<file path="config.mk">
export PLATFORM = sky130hd
export DESIGN_NAME = bmu_decoder
export DESIGN_NICKNAME = d
export VERILOG_FILES = /design/src/common/bmu_pkg.sv /design/src/design/bmu_imm_decoder.sv /design/src/design/bmu_reg_decoder.sv /design/src/design/bmu_decoder.sv
export SDC_FILE = /design/constraint.sdc
export NUM_CORES = 1
export LEC_CHECK = 0
export ABC_CLOCK_PERIOD_IN_PS = 1650
export BUFFER_PORTS_ARGS = -buffer_cell sky130_fd_sc_hd__buf_2
export CORE_MARGIN = 4
export CORE_UTILIZATION = 48
export CTS_CLUSTER_DIAMETER = 150
export DETAILED_ROUTE_END_ITERATION = 10
export HOLD_SLACK_MARGIN = 0.02
export PLACE_DENSITY_LB_ADDON = 0.2
export SLEW_MARGIN = 0
export SYNTH_ARGS = -nofsm -noshare
export SYNTH_HDL_FRONTEND = slang
export SYNTH_SLANG_ARGS = --single-unit
</file>
<file path="constraint.sdc">
create_clock -name clk_i -period 1.65 [get_ports clk_i]
set_clock_uncertainty 0.1 [all_clocks]
set_input_delay 0.495 -clock clk_i [delete_from_list [all_inputs] [get_ports clk_i]]
set_output_delay 0.495 -clock clk_i [all_outputs]
set_load 0.02 [all_outputs]
</file>
<file path="src/common/bmu_pkg.sv">
//--------------------------------------
// Types shared by the bit-manipulation decode stage
// RV32 only, the immediate is one 32-bit data word
// Encodings follow the Zba/Zbb/Zbs subset listed below
//--------------------------------------
`default_nettype none

package bmu_pkg;

    //--------------------------------------
    // Basic words and instruction view
    //--------------------------------------

    typedef logic [31:0] data_word_t;
    typedef logic [4:0]  reg_idx_t;

    // R-type view of a 32-bit instruction, the quadrant sits in bits 1:0
    typedef struct packed {
        logic [6:0] funct7;
        reg_idx_t   rs2;
        reg_idx_t   rs1;
        logic [2:0] funct3;
        reg_idx_t   rd;
        logic [4:0] opcode;
        logic [1:0] quadrant;
    } rtype_instr_t;

    // Major opcodes, instruction bits 6:2
    localparam logic [4:0] OPC_OP_IMM = 5'b00100;
    localparam logic [4:0] OPC_OP     = 5'b01100;

    // Only the uncompressed quadrant is decoded here
    localparam logic [1:0] QUADRANT_32BIT = 2'b11;

    //--------------------------------------
    // funct7 patterns
    //--------------------------------------

    // The single-bit patterns are reused by BEXT, REV8 and ORCB
    localparam logic [6:0] FUNCT7_BSET   = 7'b0010100;
    localparam logic [6:0] FUNCT7_BCLR   = 7'b0100100;
    localparam logic [6:0] FUNCT7_BINV   = 7'b0110100;
    localparam logic [6:0] FUNCT7_SHADD  = 7'b0010000;
    localparam logic [6:0] FUNCT7_MINMAX = 7'b0000101;

    //--------------------------------------
    // Operation classes and opcodes
    //--------------------------------------

    typedef enum logic [1:0] {
        LOGICOP,
        BYTEOP,
        SHADD,
        COMPARE
    } bmu_op_type_e;

    typedef enum logic [1:0] {
        BSET,
        BCLR,
        BINV,
        BEXT
    } logic_op_e;

    typedef enum logic [1:0] {
        REV8,
        ORCB
    } byte_op_e;

    typedef enum logic [1:0] {
        SH1ADD,
        SH2ADD,
        SH3ADD
    } shadd_op_e;

    typedef enum logic [1:0] {
        MIN,
        MINU,
        MAX,
        MAXU
    } cmp_op_e;

    // The same two bits, read according to op_type
    typedef union packed {
        logic_op_e logic_op;
        byte_op_e  byte_op;
        shadd_op_e shadd_op;
        cmp_op_e   cmp_op;
    } bmu_operation_u;

    typedef struct packed {
        bmu_op_type_e   op_type;
        bmu_operation_u select;
    } bmu_uop_t;

    //--------------------------------------
    // Decode results
    //--------------------------------------

    typedef struct packed {
        bmu_uop_t   uop;
        reg_idx_t   rs1;
        reg_idx_t   rs2;
        reg_idx_t   rd;
        data_word_t immediate;
        logic       imm_valid;
    } decode_result_t;

    // Output of one form decoder, result is only meaningful when legal is set
    typedef struct packed {
        logic           legal;
        decode_result_t result;
    } sub_decode_t;

endpackage

`default_nettype wire

</file>
<file path="src/design/bmu_imm_decoder.sv">
//--------------------------------------
// OP-IMM form decoder, purely combinational
// Checks funct3, funct7 and the rs2 field only
// The opcode and quadrant are checked by the parent
//--------------------------------------
`timescale 1ns/1ps
`default_nettype none

module bmu_imm_decoder
    import bmu_pkg::*;
(
    input  rtype_instr_t instr_i,
    output sub_decode_t  imm_dec_o
);

    // Full imm[11:0] of the byte operations
    localparam logic [11:0] IMM_REV8 = 12'h698;
    localparam logic [11:0] IMM_ORCB = 12'h287;

    logic           legal;
    logic           has_imm;
    bmu_op_type_e   op_type;
    bmu_operation_u op;
    logic [11:0]    imm_field;

    assign imm_field = {instr_i.funct7, instr_i.rs2};

    //--------------------------------------
    // funct decode
    //--------------------------------------

    always_comb begin : funct_decode
        legal   = 1'b0;
        has_imm = 1'b0;
        op_type = LOGICOP;
        op      = '0;
        case (instr_i.funct3)
            3'b001: begin
                // Single-bit ops take the shift amount from the rs2 slot
                has_imm = 1'b1;
                case (instr_i.funct7)
                    FUNCT7_BSET: begin
                        legal       = 1'b1;
                        op.logic_op = BSET;
                    end
                    FUNCT7_BCLR: begin
                        legal       = 1'b1;
                        op.logic_op = BCLR;
                    end
                    FUNCT7_BINV: begin
                        legal       = 1'b1;
                        op.logic_op = BINV;
                    end
                    default: has_imm = 1'b0;
                endcase
            end
            3'b101: begin
                if (instr_i.funct7 == FUNCT7_BCLR) begin
                    legal       = 1'b1;
                    has_imm     = 1'b1;
                    op.logic_op = BEXT;
                end else if (imm_field == IMM_REV8) begin
                    legal      = 1'b1;
                    op_type    = BYTEOP;
                    op.byte_op = REV8;
                end else if (imm_field == IMM_ORCB) begin
                    legal      = 1'b1;
                    op_type    = BYTEOP;
                    op.byte_op = ORCB;
                end
            end
            default: legal = 1'b0;
        endcase
    end : funct_decode

    // rs2 is never a register source in this form
    always_comb begin : result_pack
        imm_dec_o                     = '0;
        imm_dec_o.legal               = legal;
        imm_dec_o.result.uop.op_type  = op_type;
        imm_dec_o.result.uop.select   = op;
        imm_dec_o.result.rs1          = instr_i.rs1;
        imm_dec_o.result.rd           = instr_i.rd;
        imm_dec_o.result.imm_valid    = has_imm;
        if (has_imm) begin
            imm_dec_o.result.immediate = {27'b0, instr_i.rs2};
        end
    end : result_pack

endmodule

`default_nettype wire

</file>
<file path="src/design/bmu_reg_decoder.sv">
//--------------------------------------
// OP form decoder, purely combinational
// Checks funct3 and funct7 against exact encodings
//--------------------------------------
`timescale 1ns/1ps
`default_nettype none

module bmu_reg_decoder
    import bmu_pkg::*;
(
    input  rtype_instr_t instr_i,
    output sub_decode_t  reg_dec_o
);

    logic           legal;
    bmu_op_type_e   op_type;
    bmu_operation_u op;

    //--------------------------------------
    // funct decode
    //--------------------------------------

    always_comb begin : funct_decode
        legal   = 1'b0;
        op_type = LOGICOP;
        op      = '0;
        case (instr_i.funct3)
            3'b001: begin
                case (instr_i.funct7)
                    FUNCT7_BSET: begin
                        legal       = 1'b1;
                        op.logic_op = BSET;
                    end
                    FUNCT7_BCLR: begin
                        legal       = 1'b1;
                        op.logic_op = BCLR;
                    end
                    FUNCT7_BINV: begin
                        legal       = 1'b1;
                        op.logic_op = BINV;
                    end
                    default: legal = 1'b0;
                endcase
            end
            3'b010: begin
                if (instr_i.funct7 == FUNCT7_SHADD) begin
                    legal       = 1'b1;
                    op_type     = SHADD;
                    op.shadd_op = SH1ADD;
                end
            end
            3'b100: begin
                case (instr_i.funct7)
                    FUNCT7_SHADD: begin
                        legal       = 1'b1;
                        op_type     = SHADD;
                        op.shadd_op = SH2ADD;
                    end
                    FUNCT7_MINMAX: begin
                        legal     = 1'b1;
                        op_type   = COMPARE;
                        op.cmp_op = MIN;
                    end
                    default: legal = 1'b0;
                endcase
            end
            3'b101: begin
                case (instr_i.funct7)
                    FUNCT7_MINMAX: begin
                        legal     = 1'b1;
                        op_type   = COMPARE;
                        op.cmp_op = MINU;
                    end
                    FUNCT7_BCLR: begin
                        legal       = 1'b1;
                        op.logic_op = BEXT;
                    end
                    default: legal = 1'b0;
                endcase
            end
            3'b110: begin
                case (instr_i.funct7)
                    FUNCT7_MINMAX: begin
                        legal     = 1'b1;
                        op_type   = COMPARE;
                        op.cmp_op = MAX;
                    end
                    FUNCT7_SHADD: begin
                        legal       = 1'b1;
                        op_type     = SHADD;
                        op.shadd_op = SH3ADD;
                    end
                    default: legal = 1'b0;
                endcase
            end
            3'b111: begin
                if (instr_i.funct7 == FUNCT7_MINMAX) begin
                    legal     = 1'b1;
                    op_type   = COMPARE;
                    op.cmp_op = MAXU;
                end
            end
            default: legal = 1'b0;
        endcase
    end : funct_decode

    //--------------------------------------
    // Result
    //--------------------------------------

    // Both sources are registers, the immediate stays zero
    always_comb begin : result_pack
        reg_dec_o                    = '0;
        reg_dec_o.legal              = legal;
        reg_dec_o.result.uop.op_type = op_type;
        reg_dec_o.result.uop.select  = op;
        reg_dec_o.result.rs1         = instr_i.rs1;
        reg_dec_o.result.rs2         = instr_i.rs2;
        reg_dec_o.result.rd          = instr_i.rd;
    end : result_pack

endmodule

`default_nettype wire

</file>
<file path="src/design/bmu_decoder.sv">
//--------------------------------------
// Bit-manipulation decode stage, one cycle latency
// One strobe per cycle accepted, no back-pressure
// decode_o holds its last value between strobes
//--------------------------------------
`timescale 1ns/1ps
`default_nettype none

module bmu_decoder
    import bmu_pkg::*;
(
    input  logic           clk_i,
    input  logic           rst_n_i,
    input  logic           instr_valid_i,
    input  rtype_instr_t   instr_i,
    output logic           decode_valid_o,
    output decode_result_t decode_o,
    output logic           exception_o
);

    sub_decode_t    imm_dec;
    sub_decode_t    reg_dec;
    logic           form_legal;
    decode_result_t form_result;
    logic           instr_legal;

    //--------------------------------------
    // Form decoders
    //--------------------------------------

    bmu_imm_decoder u_imm_decoder (
        .instr_i   (instr_i),
        .imm_dec_o (imm_dec)
    );

    bmu_reg_decoder u_reg_decoder (
        .instr_i   (instr_i),
        .reg_dec_o (reg_dec)
    );

    // Pick the form by major opcode, anything else is illegal
    always_comb begin : form_select
        form_legal  = 1'b0;
        form_result = '0;
        case (instr_i.opcode)
            OPC_OP_IMM: begin
                form_legal  = imm_dec.legal;
                form_result = imm_dec.result;
            end
            OPC_OP: begin
                form_legal  = reg_dec.legal;
                form_result = reg_dec.result;
            end
            default: form_legal = 1'b0;
        endcase
    end : form_select

    assign instr_legal = (instr_i.quadrant == QUADRANT_32BIT) && form_legal;

    //--------------------------------------
    // Output register stage
    //--------------------------------------

    always_ff @(posedge clk_i or negedge rst_n_i) begin
        if (!rst_n_i) begin
            decode_valid_o <= 1'b0;
            exception_o    <= 1'b0;
            decode_o       <= '0;
        end else begin
            decode_valid_o <= instr_valid_i && instr_legal;
            exception_o    <= instr_valid_i && !instr_legal;
            // An illegal instruction leaves an all-zero result behind
            if (instr_valid_i) begin
                decode_o <= instr_legal ? form_result : '0;
            end
        end
    end

endmodule

`default_nettype wire

</file>
After elaboration in Yosys (flattened, before gate mapping)
Index checks and enable logic that the tools add are counted.

Add/sub/neg operators: 0. Bitwise gates (word level): 0. $mul: 0. Shift-type cells: 0. Order comparisons: 0. Mux-type cells: 32. Divide/modulo/power cells: 0. Eq/ne operators: 16. Reductions and logical operators: 9.

Operators by type and width (number): $pmux W52 S2 (1); $mux W52 (1); $mux W2 (8); $pmux W2 S2 (4); $eq A7 B5 Y1 const B (2); $eq A7 B6 Y1 const B (2); $eq A12 B10 Y1 const B (1); $eq A12 B11 Y1 const B (1); $eq A3 B3 Y1 const B (4); $mux W1 (11); $pmux W2 S5 (1); $reduce_or A2 Y1 (4); $eq A7 B3 Y1 const B (1); $pmux W1 S2 (3); $pmux W2 S3 (1); $eq A5 B3 Y1 const B (1); $eq A5 B4 Y1 const B (1); $mux W5 (1); $pmux W1 S5 (1); $eq A3 B1 Y1 const B (1); $eq A3 B2 Y1 const B (1); $logic_and A1 B1 Y1 (3); $reduce_or A3 Y1 (1); $eq A2 B2 Y1 const B (1); $logic_not A1 Y1 (1).

Memories: 0. Latch bits: 0. Input bits: 35. Output and inout port bits: 54. Bits in writable memories: 0. Logic and storage cells: 66. Memory bits (read-only): 0. Bits in registers: 54.

Depth between registers and ports, before layout
Gate-level depths: netlist of the first run.

Depth in word-level cells: 9. Gate-level depth with buffers: 7. Gate-level depth less buffers: 5.

Hierarchy
From an unflattened synthesis of the first run, not the netlist that was laid out.

Cells, all modules: 386. Area total of the unflattened synthesis: 4290.4 sq um.

By module, submodules not included: bmu_decoder (cells each 244, times used 1, area an instance 3251.9 sq um, sequential area each 1351.3 sq um); bmu_reg_decoder (cells each 73, times used 1, area an instance 524.3 sq um, sequential area each 0.0 sq um); bmu_imm_decoder (cells each 69, times used 1, area an instance 514.2 sq um, sequential area each 0.0 sq um).

Least setup slack after synthesis of the first run
Ideal clock, no wire load.

Path kind: input port to flip-flop. Start point: input port instr_i[14] (netlist bit). End point: register decode_o[34] (netlist bit). Data required time: 1.431 ns. Library setup time: 0.119 ns. Cell stages on the path: 7. Slack: -0.086 ns. Arrival time: 1.517 ns. Path buffers: 2. Cell sequence: buf_2 > nor2b_1 > o211ai_2 > o21ai_1 > a32oi_2 > buf_6 > o2bb2ai_2.

Longest elaborated chain between the ends: 6. Elaborated cells on any way between the ends: 12. Classes of those cells: eq/ne: 6; mux: 4; reduce/logical: 2.

RTL lines: from (decl) (line bmu_decoder.sv:15) `input rtype_instr_t instr_i,`; $eq A3 B3 Y1 (line bmu_reg_decoder.sv:27) `case (instr_i.funct3)`; $reduce_or A2 Y1 (no line); $pmux W1 S5 (line bmu_reg_decoder.sv:27); $pmux W1 S2 (*) (line bmu_decoder.sv:45) `case (instr_i.opcode)`; $logic_and A1 B1 Y1 (*) (line bmu_decoder.sv:58) `assign instr_legal = (instr_i.quadrant == QUADRANT_32BIT) && form_legal;`; $mux W52 (*) (line bmu_decoder.sv:74) `decode_o <= instr_legal ? form_result : '0;`; to (signal assigned) (line bmu_decoder.sv:74); to (decl) (line bmu_decoder.sv:17) `output decode_result_t decode_o,`.

Every way passes the cells marked *; elsewhere a longest branch is shown, timed or not. A chain may end at the register's enable or synchronous reset.

Worst setup path in the final report of the first run
Start point: input port instr_i[27] (netlist bit). End point: register decode_o[42] (netlist bit).

Longest elaborated chain between the ends: 8. Elaborated cells on any way between the ends: 23. Classes of those cells: eq/ne: 7; mux: 12; reduce/logical: 4.

RTL lines: $eq A12 B10 Y1 (line bmu_imm_decoder.sv:66) `end else if (imm_field == IMM_ORCB) begin`; $mux W1 (line bmu_imm_decoder.sv:66); $mux W1 (line bmu_imm_decoder.sv:62) `end else if (imm_field == IMM_REV8) begin`; $mux W1 (line bmu_imm_decoder.sv:58) `if (instr_i.funct7 == FUNCT7_BCLR) begin`; $pmux W1 S2 (line bmu_imm_decoder.sv:37) `case (instr_i.funct3)`; $pmux W1 S2 (*) (line bmu_decoder.sv:45); $logic_and A1 B1 Y1 (*) (line bmu_decoder.sv:58); $mux W52 (*) (line bmu_decoder.sv:74).

Marked as above.

==> flow_metrics.env, run 1 <==
export IMPL_cts_clk_slew_worst_paths_ns=0.13
export IMPL_antenna_left=0
export IMPL_crit_type="input pin to register"
export IMPL_rows=21
export IMPL_ff2ff_path_depth=1
export IMPL_cts_tree="built"
export IMPL_grt_max_degree=28
export IMPL_crit_family="compound AO/OA/AOI/OAI gates"
export IMPL_yosysTopAreaCellShare_pct=40.8
export IMPL_fmax_mhz=622
export IMPL_worstSkewPairLatency_ns=0.33
export IMPL_grt_busiest_layer="met2"
export IMPL_cts_buffer_depth=2
export IMPL_cts_buffers=3
export IMPL_path_depth=7
export IMPL_finalHoldViolCount=0
export IMPL_outcome="finished clean"
export IMPL_final_core_util_pct=65.5
export IMPL_yosysSeqAreaShare_pct=40.8
export IMPL_routed_wl_um=3940
export IMPL_port_buffers=61
export IMPL_ys_top_cells_by_area="dfrtp_1, buf_4, o2bb2ai_2, nor4b_4, a32o_1"
export IMPL_dp_hpwl_um=3230
export IMPL_drc=0
export IMPL_worst_ep_required_time_ns=1.83
export IMPL_synthTopCellsByCount="buf_4, dfrtp_1, nand2_1"
export IMPL_fin_crit_ns=1.61
export IMPL_ys_ff_latch=27
export IMPL_grtUsageMet3_pct=2.87
export IMPL_drive_above_1_share_pct=50.9
export IMPL_hold_path_class="input pin to async pin"
export IMPL_crit_path_end_kind="register"
export IMPL_startpoint_type="input pin"
export IMPL_grt_ovfl_total=0
export IMPL_grt_pass1_wl_um=6220
export IMPL_gr_usage_met1_pct=23.1
export IMPL_antenna_cells=0
export IMPL_finalSetupViolCount=0
export IMPL_synth_area_leader_cell="dfrtp_1"
export IMPL_path_max_fanout=5
export IMPL_relSlewSlack_pct=60.3
export IMPL_synth_flop_cell="dfrtp_1"
export IMPL_rsz0062_at_grt="yes"
export IMPL_wl_per_cell_um=14.2
export IMPL_post_route_period_util_pct=97.4
export IMPL_io_pins=89
export IMPL_synth_edf_count=0
export IMPL_antenna_found_initial=0
export IMPL_path_cells="buf_8 > nor4b_4 > a31oi_2 > o22ai_2 > buf_4 > and2_4 > a32o_1"
export IMPL_cts_root_buffer_cell="clkbuf_4"
export IMPL_p_leak_nw=1.14
export IMPL_critPathArrivalTime_ns=1.79
export IMPL_drt_pass1_iterations=5
export IMPL_syn_area_per_cell_um2=11.2
export IMPL_max_slew_worst_pin_slew_ns=0.596
export IMPL_r2r_start="decode_o[1]$_DFFE_PN0P_"
export IMPL_drt_iter0_markers=51
export IMPL_slew_violations=0
export IMPL_maxCapViolations=0
export IMPL_crit_buf_inv=2
export IMPL_grt_pass1_vias=1336
export IMPL_groute_usage_overall_pct=18.5
export IMPL_regToRegSetupSlack_ns=0.83
export IMPL_die_area_um2=4450
export IMPL_total_power_w=0.00120
export IMPL_areaGrowthSynthToFinish_pct=32.0
export IMPL_die_x_um=66.7
export IMPL_pre_cts_slack_ns=-0.330
export IMPL_rr_endpoint="decode_o[1]$_DFFE_PN0P_"
export IMPL_via_per_inst=5.00
export IMPL_async_flop_share_pct=100
export IMPL_cp_slowest_stage_delay_ns=0.35
export IMPL_grt_use_met2_pct=31.4
export IMPL_whs_ns=0.0485
export IMPL_vias=1391
export IMPL_power_density_nw_per_um2=548
export IMPL_cts_sinks=27
export IMPL_ys_warnings_count=0
export IMPL_syn_area_um2=1660
export IMPL_cpMaxStageDelayCell="nor4b_4"
export IMPL_core_area_um2=3340
export IMPL_h_tree_depth=1
export IMPL_gp_congestion=0.852
export IMPL_synthCells=148
export IMPL_layout_nets=268
export IMPL_fp_dieH_um=66.7
export IMPL_final_setup_worst_slack_ns=0.0433
export IMPL_ys_types=44
export IMPL_ctsHoldBuffers=0
export IMPL_setup_tns_ns=0
export IMPL_ir_drop_uv=277
export IMPL_initial_utilization_pct=49.6
cell type report:
cell class / instances / area, µm²
clock buffer: 4 / 26.3
fill: 282 / 1150
inverter: 1 / 3.75
multi-input combinational: 114 / 895
sequential: 27 / 676
tap: 46 / 57.6
timing repair buffer: 86 / 527
flip-flops by register name, summed over array words and instances (netlist names):
register	count
decode_valid_o	1
exception_o	1
decode_o	25
kinds of logic after synthesis:
kind of cell    synth area share, %
other cells                   0.227
buf+inv                        14.1
flops                          40.8
xor+xnor                      0.529
simple gates                   19.8
compound gates                 24.5
layout by cell type, fill, tap and decap left out, drive strengths merged, types with 5 or more instances in the layout:
cell     synthesis  final
dfrtp           27     27
a22o             5      5
o2bb2ai         12     12
clkbuf           3      5
nor2b            6      6
a32o             7      7
nand3            5      5
buf             29     85
nand2           14     14
conb             1     27
nor2             7      7
metrics by stage:
| step | instance area [µm²] | instances |
|---|---|---|
| 3_5_place_dp | 2090 | 273 |
| 6_report | 2180 | 278 |
| 3_3_place_gp | 2090 | 273 |
| 5_1_grt | 2180 | 278 |
| 2_1_floorplan | 1770 | 174 |
| 4_1_cts | 2110 | 277 |
how the worst max path moves through the flow:
stage	startpoint	slack, ns	end
after CTS	instr_i[12]	0.03	decode_o[41]$_DFFE_PN0P_
after detailed placement	instr_i[12]	-0.33	decode_o[41]$_DFFE_PN0P_
after floorplan	instr_i[12]	-0.03	decode_o[47]$_DFFE_PN0P_
after global placement	instr_i[12]	-0.31	decode_o[39]$_DFFE_PN0P_
final	instr_i[27]	0.04	decode_o[42]$_DFFE_PN0P_
after global routing	instr_i[27]	-0.06	decode_o[39]$_DFFE_PN0P_
where the power goes:
group          internal [W]  switching, W  total (W)  leakage [nW]
clock             0.0000951      0.000187   0.000282        0.0150
combinational     0.0000923      0.000160   0.000253         0.747
sequential         0.000663   0.000000220   0.000663         0.375
what timing repair did:
item / in CTS / in global routing
buffers inserted: 0 / 1
endpoints found under the hold margin: 0 / 0
gates resized for setup: 0 / 15
endpoints found under the setup margin: 0 / 15
per-layer routing:
metal	wire length [µm]	vias to the layer above
li1	-	667
met3	322	5
met4	68	0
met1	1630	659
met2	1920	60
met5	0	-
(Power assumes the default switching activity.)
==> run 2: changes to the inputs <==
Settings changed: BUFFER_PORTS_ARGS -buffer_cell sky130_fd_sc_hd__buf_2 to -buffer_cell sky130_fd_sc_hd__buf_4.
==> flow_metrics.env, run 2 (synthesis results as in run 1) <==
export IMPL_fmax_mhz=603
export IMPL_cp_startpoint="instr_i[27]"
export IMPL_routed_wl_um=3900
export IMPL_fillers=260
export IMPL_ff2ff_path_depth=1
export IMPL_layout_nets=270
export IMPL_holdPathStages=2
export IMPL_rr_endpoint="decode_o[1]$_DFFE_PN0P_"
export IMPL_hold_end="exception_o$_DFF_PN0_"
export IMPL_cts_tree="built"
export IMPL_grt_max_degree=28
export IMPL_startpoint_type="input pin"
export IMPL_largest_reg_flops=25
export IMPL_antenna_left=0
export IMPL_setup_tns_ns=-0.00870
export IMPL_die_area_um2=4450
export IMPL_maxCapViolations=0
export IMPL_cts_buffer_depth=2
export IMPL_rows=21
export IMPL_vias=1386
export IMPL_final_core_util_pct=69.3
export IMPL_hold_path_class="input pin to register"
export IMPL_crit_type="input pin to register"
export IMPL_worstSkewPairLatency_ns=0.31
export IMPL_total_power_w=0.00122
export IMPL_grt_ovfl_total=0
export IMPL_power_density_nw_per_um2=529
export IMPL_fp_dieH_um=66.7
export IMPL_hold_start="instr_valid_i"
export IMPL_reg_top3="decode_o (25), decode_valid_o (1), exception_o (1)"
export IMPL_regToRegSetupSlack_ns=0.83
export IMPL_core_area_um2=3340
export IMPL_final_setup_worst_slack_ns=-0.00870
export IMPL_critPathArrivalTime_ns=1.78
export IMPL_post_route_period_util_pct=101
export IMPL_pre_cts_slack_ns=-0.350
export IMPL_cts_buffers=3
export IMPL_antenna_cells=0
export IMPL_drc=0
export IMPL_layout_common_cells="buf_4, conb_1, dfrtp_1"
export IMPL_worst_ep_required_time_ns=1.78
export IMPL_dp_hpwl_um=3220
export IMPL_drt_iter0_markers=75
export IMPL_finalHoldViolCount=0
export IMPL_stdcell_count=280
export IMPL_areaGrowthSynthToFinish_pct=39.6
export IMPL_grt_pass1_wl_um=6020
export IMPL_rsz0062_at_grt="yes"
export IMPL_slew_violations=0
export IMPL_io_pins=89
export IMPL_port_buffers=61
export IMPL_via_per_inst=4.95
export IMPL_groute_usage_overall_pct=17.6
export IMPL_gp_congestion=0.988
export IMPL_finalSetupViolCount=1
export IMPL_path_max_fanout=12
export IMPL_violations="setup timing"
export IMPL_cts_clk_slew_worst_paths_ns=0.14
export IMPL_grt_pass1_vias=1320
export IMPL_crit_path_end_kind="register"
export IMPL_cts_sinks=27
export IMPL_drt_pass1_iterations=6
export IMPL_antenna_found_initial=0
export IMPL_p_leak_nw=1.16
export IMPL_initial_utilization_pct=49.6
export IMPL_cts_root_buffer_cell="clkbuf_4"
export IMPL_r2r_start="decode_o[1]$_DFFE_PN0P_"
export IMPL_ir_drop_uv=257
export IMPL_largest_register="decode_o"
export IMPL_layout_commonest_cell="buf_4"
export IMPL_drive_above_1_share_pct=49.1
export IMPL_wl_per_cell_um=13.9
export IMPL_fin_crit_ns=1.66
export IMPL_dp_cells=274
export IMPL_h_tree_depth=1
export IMPL_die_x_um=66.7
export IMPL_outcome="finished with violations"
## run 2: layout make-up
cell class	instances	area [µm²]	share of cell area [%]
timing repair buffer	88	687	29.7
sequential	27	676	29.2
multi-input combinational	114	861	37.2
tap	46	57.6	2.49
inverter	1	3.75	0.162
clock buffer	4	26.3	1.14
## run 2: where the power goes
part / total [W] / internal, W / switching, W
registers: 0.000664 / 0.000663 / 0.000000586
clock network: 0.000284 / 0.0000946 / 0.000189
logic: 0.000274 / 0.000116 / 0.000159
## run 2: timing repair
item                                    in CTS  in global routing
gates resized for setup                      0                  5
hold buffers                                 1                  0
hold endpoints to repair                    27                  0
setup buffers                                0                  1
endpoints found under the setup margin       0                  6
## run 2: worst max path at each step
stage | endpoint | slack, ns | cells past startpoint
global route | exception_o$_DFF_PN0_ | -0.01 | 7
CTS | exception_o$_DFF_PN0_ | 0.003 | 7
detailed placement | exception_o$_DFF_PN0_ | -0.35 | 7
floorplan | decode_o[47]$_DFFE_PN0P_ | -0.03 | 6
finish | exception_o$_DFF_PN0_ | -0.009 | 7
global placement | exception_o$_DFF_PN0_ | -0.27 | 7
## run 2: per-stage QoR
stage,cell area (µm²),hold WS (ns)
4_1_cts,2280,0.297
3_3_place_gp,2250,0.314
3_5_place_dp,2250,0.323
6_report,2310,0.306
2_1_floorplan,1770,0.0994
5_1_grt,2310,0.285
## run 2: critical path: stages
cell and delay, ns:
buf_8 0.10, nor4b_4 0.36, a31oi_2 0.17, o22ai_2 0.23, a32oi_2 0.10, buf_12 0.17
o21a_1 0.16
## run 2: per-layer routing
metal	vias to the layer above	track usage, %	share of wire, %
met5	-	0	0
met4	0	6.60	1.0
met3	4	2.70	8.7
met2	67	30.0	49
met1	648	22.3	41
li1	667	-	-
